**config.mk**
```make
export PLATFORM = sky130hd
export DESIGN_NAME = timing_top
export DESIGN_NICKNAME = d
export VERILOG_FILES = /design/src/verilog/timing_pkg.sv /design/src/verilog/digit_timer.sv /design/src/verilog/ext_exchange.sv /design/src/verilog/phase_gen.sv /design/src/verilog/prog_phase_seq.sv /design/src/verilog/timing_top.sv
export SDC_FILE = /design/constraint.sdc
export NUM_CORES = 1
export LEC_CHECK = 0
export ABC_CLOCK_PERIOD_IN_PS = 1800
export BUFFER_PORTS_ARGS = -buffer_cell sky130_fd_sc_hd__buf_4
export CELL_PAD_IN_SITES_DETAIL_PLACEMENT = 1
export CELL_PAD_IN_SITES_GLOBAL_PLACEMENT = 2
export CORE_ASPECT_RATIO = 0.8
export CORE_MARGIN = 1
export CORE_UTILIZATION = 31
export DETAILED_ROUTE_END_ITERATION = 8
export PLACE_DENSITY_LB_ADDON = 0.1
export SETUP_SLACK_MARGIN = 0.4
export SLEW_MARGIN = 20
export SYNTH_ARGS = -nofsm -noshare
export SYNTH_HDL_FRONTEND = slang
export SYNTH_SLANG_ARGS = --single-unit
export TNS_END_PERCENT = 100
```
**constraint.sdc**
```tcl
create_clock -name sim_clk -period 1.8 [get_ports sim_clk]
set_input_delay 0.09 -clock sim_clk [delete_from_list [all_inputs] [get_ports sim_clk]]
set_output_delay 0.09 -clock sim_clk [all_outputs]
set_load 0.005 [all_outputs]
```
**src/verilog/timing_pkg.sv**
```systemverilog
`default_nettype none

package timing_pkg;

    // ========================================================================
    // sub-phases of one bit time
    // ========================================================================

    // one field high per clock rotating v1 -> v4
    typedef struct packed {
        logic v1;   // bit start
        logic w3;   // digit counter steering
        logic x3;
        logic y3;   // program phase steering
        logic z1;   // exchange steering
        logic v4;   // bit end, counters step here
    } subphase_t;

    // ========================================================================
    // digit timing
    // ========================================================================

    typedef logic [3:0] digit_idx_t;    // position within the word

    // upper bound for num_digits as given by digit_idx_t
    localparam int max_digits = 16;

    // ========================================================================
    // state machines
    // ========================================================================

    // program phase as the PAA / PBA / PCA flip-flops
    typedef enum logic [1:0] {
        ph_a,
        ph_b,
        ph_c
    } prog_phase_e;

    // external exchange from REXC and RECA..RECC
    typedef enum logic [1:0] {
        xs_idle,
        xs_req,         // req high, waiting for ack
        xs_wait_low,    // req dropped, waiting for ack to fall
        xs_done
    } xchg_state_e;

endpackage

`default_nettype wire

```
**src/verilog/digit_timer.sv**
```systemverilog
`timescale 1ns/10ps
`default_nettype none

module digit_timer #(
    parameter int num_digits = 7
) (
    input  logic                   sim_clk,
    input  logic                   rst,
    input  timing_pkg::subphase_t  sub,
    output timing_pkg::digit_idx_t digit,
    output logic                   ad,
    output logic                   word_end
);

    localparam timing_pkg::digit_idx_t last_digit =
        timing_pkg::digit_idx_t'(num_digits - 1);

    logic at_last;      // digit sits on the final position

    assign at_last = (digit == last_digit);

    // ========================================================================
    // digit counter and alternate-digit bit
    // ========================================================================

    // G1..G7 and AD step together at the end of each bit time
    always_ff @(posedge sim_clk) begin
        if (rst) begin
            digit <= '0;
            ad    <= 1'b0;
        end else if (sub.v4) begin
            if (at_last) begin
                digit <= '0;
                ad    <= ~ad;   // second half of the word begins / ends
            end else begin
                digit <= digit + timing_pkg::digit_idx_t'(1);
            end
        end
    end

    // last bit of the word is last digit in the ad half
    assign word_end = sub.v4 & ad & at_last;

    // ========================================================================
    // checks
    // ========================================================================

    a_num_digits_range: assert property (
        @(posedge sim_clk)
        (num_digits >= 2) && (num_digits <= timing_pkg::max_digits)
    ) else $error("digit_timer: num_digits %0d out of range", num_digits);

    a_digit_bound: assert property (
        @(posedge sim_clk) disable iff (rst)
        digit < num_digits
    ) else $error("digit_timer: digit %0d reached num_digits", digit);

endmodule

`default_nettype wire

```
**src/verilog/ext_exchange.sv**
```systemverilog
`timescale 1ns/10ps
`default_nettype none

module ext_exchange (
    input  logic                    sim_clk,
    input  logic                    rst,
    input  logic                    word_end,
    input  timing_pkg::prog_phase_e phase,
    input  logic                    ext_ack,
    output logic                    ext_req,
    output logic                    xchg_done
);

    timing_pkg::xchg_state_e state;
    timing_pkg::xchg_state_e state_next;

    // ========================================================================
    // four-phase req/ack FSM
    // ========================================================================

    always_comb begin
        state_next = state;
        case (state)
            timing_pkg::xs_idle: begin
                if (word_end && (phase == timing_pkg::ph_c)) begin
                    state_next = timing_pkg::xs_req;
                end
            end
            timing_pkg::xs_req: begin
                if (ext_ack) state_next = timing_pkg::xs_wait_low;
            end
            timing_pkg::xs_wait_low: begin
                if (!ext_ack) state_next = timing_pkg::xs_done;
            end
            timing_pkg::xs_done: begin
                // one handshake per visit to C
                if (phase != timing_pkg::ph_c) state_next = timing_pkg::xs_idle;
            end
            default: state_next = timing_pkg::xs_idle;
        endcase
    end

    always_ff @(posedge sim_clk) begin
        if (rst) begin
            state   <= timing_pkg::xs_idle;
            ext_req <= 1'b0;
        end else begin
            state   <= state_next;
            ext_req <= (state_next == timing_pkg::xs_req);  // registered req
        end
    end

    assign xchg_done = (state == timing_pkg::xs_done);

    // ========================================================================
    // checks
    // ========================================================================

    a_req_falls_after_ack: assert property (
        @(posedge sim_clk) disable iff (rst)
        $fell(ext_req) |-> $past(ext_ack) || $past(rst)
    ) else $error("ext_exchange: req dropped before ack was seen");

    a_req_only_in_c: assert property (
        @(posedge sim_clk) disable iff (rst)
        ext_req |-> (phase == timing_pkg::ph_c)
    ) else $error("ext_exchange: req high outside phase C");

endmodule

`default_nettype wire

```
**src/verilog/phase_gen.sv**
```systemverilog
`timescale 1ns/10ps
`default_nettype none

module phase_gen (
    input  logic                  sim_clk,
    input  logic                  rst,
    output timing_pkg::subphase_t sub
);

    // ========================================================================
    // six-stage one-hot ring
    // ========================================================================

    always_ff @(posedge sim_clk) begin
        if (rst) begin
            sub <= timing_pkg::subphase_t'{v1: 1'b1, default: 1'b0};
        end else begin
            sub.v1 <= sub.v4;   // wrap into the next bit time
            sub.w3 <= sub.v1;
            sub.x3 <= sub.w3;
            sub.y3 <= sub.x3;
            sub.z1 <= sub.y3;
            sub.v4 <= sub.z1;
        end
    end

    // ========================================================================
    // checks
    // ========================================================================

    // ring must never lose or duplicate its token
    a_sub_onehot: assert property (
        @(posedge sim_clk) disable iff (rst)
        $onehot(sub)
    ) else $error("phase_gen: sub-phases not one-hot (%b)", sub);

endmodule

`default_nettype wire

```
**src/verilog/prog_phase_seq.sv**
```systemverilog
`timescale 1ns/10ps
`default_nettype none

module prog_phase_seq (
    input  logic                    sim_clk,
    input  logic                    rst,
    input  logic                    word_end,
    input  logic                    run,
    input  logic                    xchg_done,
    output timing_pkg::prog_phase_e phase
);

    timing_pkg::prog_phase_e phase_next;

    // ========================================================================
    // next phase, decided only at a word boundary
    // ========================================================================

    always_comb begin
        phase_next = phase;
        if (word_end && run) begin
            case (phase)
                timing_pkg::ph_a: begin
                    phase_next = timing_pkg::ph_b;
                end
                timing_pkg::ph_b: begin
                    phase_next = timing_pkg::ph_c;
                end
                timing_pkg::ph_c: begin
                    // stay in C while the outside device is busy
                    if (xchg_done) begin
                        phase_next = timing_pkg::ph_a;
                    end
                end
                default: begin
                    phase_next = timing_pkg::ph_a;  // recover from the unused code
                end
            endcase
        end
    end

    always_ff @(posedge sim_clk) begin
        if (rst) begin
            phase <= timing_pkg::ph_a;
        end else begin
            phase <= phase_next;
        end
    end

    // ========================================================================
    // checks
    // ========================================================================

    a_step_on_word_end: assert property (
        @(posedge sim_clk) disable iff (rst)
        !$stable(phase) |-> $past(word_end) || $past(rst)
    ) else $error("prog_phase_seq: phase changed without word_end");

endmodule

`default_nettype wire

```
**src/verilog/timing_top.sv**
```systemverilog
`timescale 1ns/10ps
`default_nettype none

module timing_top #(
    parameter int num_digits = 7
) (
    input  logic                    sim_clk,
    input  logic                    rst,
    input  logic                    run,
    input  logic                    ext_ack,
    output timing_pkg::subphase_t   sub,
    output timing_pkg::digit_idx_t  digit,
    output logic                    ad,
    output logic                    word_end,
    output timing_pkg::prog_phase_e phase,
    output logic                    ext_req
);

    logic xchg_done;    // exchange back to sequencer

    phase_gen u_phase_gen (
        .sim_clk (sim_clk),
        .rst     (rst),
        .sub     (sub)
    );

    digit_timer #(
        .num_digits (num_digits)
    ) u_digit_timer (
        .sim_clk  (sim_clk),
        .rst      (rst),
        .sub      (sub),
        .digit    (digit),
        .ad       (ad),
        .word_end (word_end)
    );

    prog_phase_seq u_prog_phase_seq (
        .sim_clk   (sim_clk),
        .rst       (rst),
        .word_end  (word_end),
        .run       (run),
        .xchg_done (xchg_done),
        .phase     (phase)
    );

    ext_exchange u_ext_exchange (
        .sim_clk   (sim_clk),
        .rst       (rst),
        .word_end  (word_end),
        .phase     (phase),
        .ext_ack   (ext_ack),
        .ext_req   (ext_req),
        .xchg_done (xchg_done)
    );

endmodule

`default_nettype wire
```
## Yosys cells after proc, flatten, opt, wreduce, memory -nomap -nowiden

Index checks and enable logic that the tools add are counted.

| word-level totals | value |
|---|---|
| bits in registers | 16 |
| logic and storage cells | 38 |
| output and inout port bits | 15 |

| cells by class | value |
|---|---|
| mux-type cells | 8 |
| add/sub/neg operators | 1 |
| eq/ne operators | 9 |
| bitwise gates (word level) | 3 |
| reduce and logical (&&, ||, !) cells | 6 |

Operator list:

| operator | number |
|---|---|
| $mux W2 | 5 |
| $pmux W2 S4 | 1 |
| $eq A2 B1 Y1 const B | 3 |
| $eq A2 B2 Y1 const B | 3 |
| $pmux W2 S3 | 1 |
| $add A4 B1 Y4 const B | 1 |
| $eq A4 B3 Y1 const B | 1 |
| $logic_not A2 Y1 | 2 |
| $mux W4 | 1 |
| $reduce_and A2 Y1 | 2 |
| $and A1 B1 Y1 | 2 |
| $logic_and A1 B1 Y1 | 2 |
| $ne A2 B1 Y1 const B | 1 |
| $ne A2 B2 Y1 const B | 1 |
| $not A1 Y1 | 1 |

## Logic depth before layout (Yosys ltp)

| logic depth | value |
|---|---|
| depth in word-level cells | 6 |
| mapped depth | 5 |
| depth with buffers taken out | 4 |

## Hierarchy

From an unflattened synthesis, not the netlist that was laid out.

| second synthesis, totals | value |
|---|---|
| cells, all modules | 64 |
| area, all modules | 651.9 sq um |

By module, submodules not included:

| module | cells each | area an instance (sq um) | times used |
|---|---|---|---|
| digit_timer | 27 | 242.7 | 1 |
| phase_gen | 12 | 157.7 | 1 |
| ext_exchange | 16 | 150.1 | 1 |
| prog_phase_seq | 9 | 101.3 | 1 |

## Worst setup path after synthesis

OpenSTA, ideal clock, no wires.

| path | value |
|---|---|
| path kind | reg-to-reg |
| from | reg, netlist name u_phase_gen.sub[0] |
| to | reg u_prog_phase_seq.phase[0] |
| path slack | 0.588 ns |
| setup time | 0.129 ns |
| arrival time | 1.084 ns |
| stages on the path, launching flop included | 6 |
| buffers on the path | 1 |
| clock period less this slack | 1.212 ns |
| path through | dfxtp_1 buf_2 nand4b_4 nor3_2 mux2i_1 nor2_1 |

| between the ends | value |
|---|---|
| longest elaborated chain between the ends | 4 |

RTL lines:

| what | line | RTL |
|---|---|---|
| $and A1 B1 Y1 (2 in series) | digit_timer.sv:42 | `assign word_end = sub.v4 & ad & at_last;` |
| $logic_and A1 B1 Y1 | prog_phase_seq.sv:21 | `if (word_end && run) begin` |
| $reduce_and A2 Y1 (no line) | n/a |  |
| end signal, assigned | prog_phase_seq.sv:44 | `phase <= timing_pkg::ph_a;` |
| end signal, assigned | prog_phase_seq.sv:46 | `phase <= phase_next;` |
| end, declared | prog_phase_seq.sv:10 | `output timing_pkg::prog_phase_e phase` |

Every way passes these cells.
A chain may end at the register's enable or synchronous reset.

## Worst setup path in the final report

| path | value |
|---|---|
| from | reg u_digit_timer.digit[3] |
| to | out word_end |

| between the ends | value |
|---|---|
| longest elaborated chain between the ends | 2 |

RTL lines:

| what | line | RTL |
|---|---|---|
| start, declared | digit_timer.sv:10 | `output timing_pkg::digit_idx_t digit,` |
| start signal, assigned | digit_timer.sv:36 | `digit <= digit + timing_pkg::digit_idx_t'(1);` |
| $eq A4 B3 Y1 | digit_timer.sv:20 | `assign at_last = (digit == last_digit);` |
| $and A1 B1 Y1 | digit_timer.sv:42 |  |
| end, declared | timing_top.sv:14 | `output logic word_end,` |

Every way passes these cells.

==> qor.csv <==
metric;value;unit
Startpoint Class;register;
largest net degree at the start of global routing;17;
Final Hold Fails;0;
final setup fails;0;
Max-Cap Viols;0;
status;finished, final reports clean;
max-slew violation count;0;
I/O pins;19;
Max Clock Skew;6.87;ps
vias in the first global route;425;
Clock transition at path regs;90;ps
clk_lat worst skew;280;ps
routed wl met2;454;um
CP Max Fanout;5;
Synth area leaders;dfxtp_1 (49%), nor2b_1 (5.7%), a21oi_1 (4.6%), nand4b_4 (3.6%), nor2_1 (3.4%);
initial antenna violation count;0;
Post-DRT Antenna Nets;0;
# DRC;0;
Main synth FF type;dfxtp_1;
hold endpoint;u_ext_exchange.state[0];
final-stage net count;91;
Hold Crit Class;in -> reg;
drt total wl;1290;um
Final Critical Period;1310;ps
CTS H-tree depth;1;
Fin Setup TNS;0;ps
Max Used Layer;met4;
first-pass iteration count of the detailed router;4;
syn_area_per_cell;9.79;um^2
Max Buffers Root-to-Sink;2;
total CTS buffers;3;
DIE HEIGHT;43.1;um
M1 wire length;761;um
DR WL met3;62;um
pwr/cell area;671;nW/um^2
area occupied by multi-input gates;310;um^2
first-pass GRT wire length;1970;um
Post-synth top cells;dfxtp_1 (16), a21oi_1 (6), nor2_1 (6), nor2b_1 (6), nand2_1 (4);
slowest stage delay, CP;360;ps
hold_sp;rst;
cts hold-fix bufs;0;
DR iter-0 viols;12;
routed via count;501;
die area;2300;um^2
CTS tree;built;
cell with the most instances after synthesis;dfxtp_1;
Initial Utilization;34.0;%
Peak VDD IR;0.000400;V
Yosys top cell area share;48.9;%
Filler cells;236;
headroom to the max-slew limit;79.9;%
WP data required;1710;ps
syn nets;71;
Slew @ Worst Pin;297;ps
Ys Warns;0;
Leakage;0.000359;uW
CP max stage cell;dfxtp_2;
diode count;0;
dpl hpwl;915;um
crit path capture type;output pin;
Seq/Total Area, Yosys;48.9;%
GPL Wtd Cong;0.727;
area leader, netlist;dfxtp_1;
area of the mapped netlist;656;um^2
via/cell ratio;4.60;
share of layout cells above drive strength 1;38.8;%
non-filler cells, final;109;
Reg2Reg Launch Point;u_digit_timer.digit[3];
CTS root buffer;clkbuf_4;
Hold Path Stages;2;
Core ar.;1930;um^2
num rows;14;
asr flop ratio synth;0;%
port buffer count;18;
WS Path Type;reg -> out;
Worst R2R Path Depth;3;
RSZ-0062 raised after global routing;false;
RR Endpoint;u_prog_phase_seq.phase[1];
Placed Cells;106;
worst reg2reg setup slack;630;ps
Power, Total;564;uW
number of synthesized register bits;16;
Gate Count Post-Synth;67;
DIE WIDTH;53.4;um
clk sinks;16;
fin crit share;73.0;%
Distinct cells, synth;28;
CP cell instances;nand4b_4 > nor2_4 > and2_2 > buf_4;
gr usage total;12.5;%
area delta synth->final;28.2;%
Seq. cell area;332;um^2
count of flip-flops with a built-in enable after synthesis;0;
crit path DAT;1220;ps
grt total ovfl;0;
wire per inst;11.8;um
FMAX;761;MHz
==> worst max path at each step <==
stage                                      start  cells past startpoint  slack [ps]                         to
after CTS                 u_digit_timer.digit[2]                      4         410                   word_end
final                     u_digit_timer.digit[3]                      4         490                   word_end
after detailed placement      u_phase_gen.sub[0]                      3         480  u_prog_phase_seq.phase[1]
after global routing      u_digit_timer.digit[3]                      4         410                   word_end
after floorplan               u_phase_gen.sub[0]                      5         590  u_prog_phase_seq.phase[0]
after global placement        u_phase_gen.sub[0]                      3         490  u_prog_phase_seq.phase[1]
==> cells in the final DEF (no fill, tap or decap), types with 2 or more instances in the layout <==
cell / n
nor2b_1: 6
mux2i_1: 2
dfxtp_2: 3
nor2_1: 6
dfxtp_1: 11
clkbuf_4: 3
a21oi_1: 6
dfxtp_4: 2
buf_4: 18
inv_1: 3
nand3b_1: 2
nand2b_1: 2
nand2_1: 4
==> registers in the layout, summed over array words and instances, names as in the netlist <==
register / count
u_ext_exchange.state: 2
u_ext_exchange.ext_req: 1
u_prog_phase_seq.phase: 2
u_phase_gen.sub: 6
u_digit_timer.ad: 1
u_digit_timer.digit: 4
==> power breakdown <==
group	switching, uW	total [uW]	internal [uW]
sequential	3.32	359	356
clock	103	181	77.6
combinational	11.0	24.3	13.3
total	118	564	447
==> worst max-delay path, delay by kind of cell, from the launching register on <==
kind | cells | cell delay (ps)
and+or+nand+nor | 3 | 480
DFF | 1 | 360
buffers and inverters | 1 | 100
==> stage by stage <==
step	setup WS [ps]	instance area (um^2)	hold slack, ps	util, %
global placement	492	807	398	41.9
finish	486	841	84.4	43.6
CTS	406	833	79.5	43.2
floorplan	588	656	162	-
detailed placement	480	807	395	41.9
global route	411	841	81.9	43.6
==> layer usage <==
layer | global-route usage (%) | vias to the layer above
met1 | 19.1 | 219
met2 | 13.0 | 10
met4 | 4.74 | 0
met3 | 7.53 | 2
li1 | - | 270
met5 | 0 | -
==> logic make-up (layout without fill, tap and decap cells) <==
| logic type | Yosys count | in the layout | synth area share, % |
|---|---|---|---|
| flip-flops | 16 | 16 | 48.9 |
| XOR/XNOR | 2 | 2 | 2.67 |
| AND/OR/NAND/NOR | 28 | 28 | 27.1 |
| multiplexers | 2 | 2 | 3.05 |
| buffers and inverters | 6 | 24 | 3.82 |
| AO/OA/AOI/OAI | 13 | 13 | 14.5 |
==> what timing repair did <==
action,CTS,global route
setup endpoints to repair,1,1
gates resized for setup,3,4
setup buffers,0,0
cloned,0,0
==> cell type report <==
class / instances / share of cell area (%)
repair buffers: 18 / 16.1
clock buffers: 3 / 2.68
well taps: 24 / 3.57
multi-input cells: 45 / 36.9
flip-flops and latches: 16 / 39.4
inverters: 3 / 1.34
No activity file was read; power rests on OpenSTA's default activity.
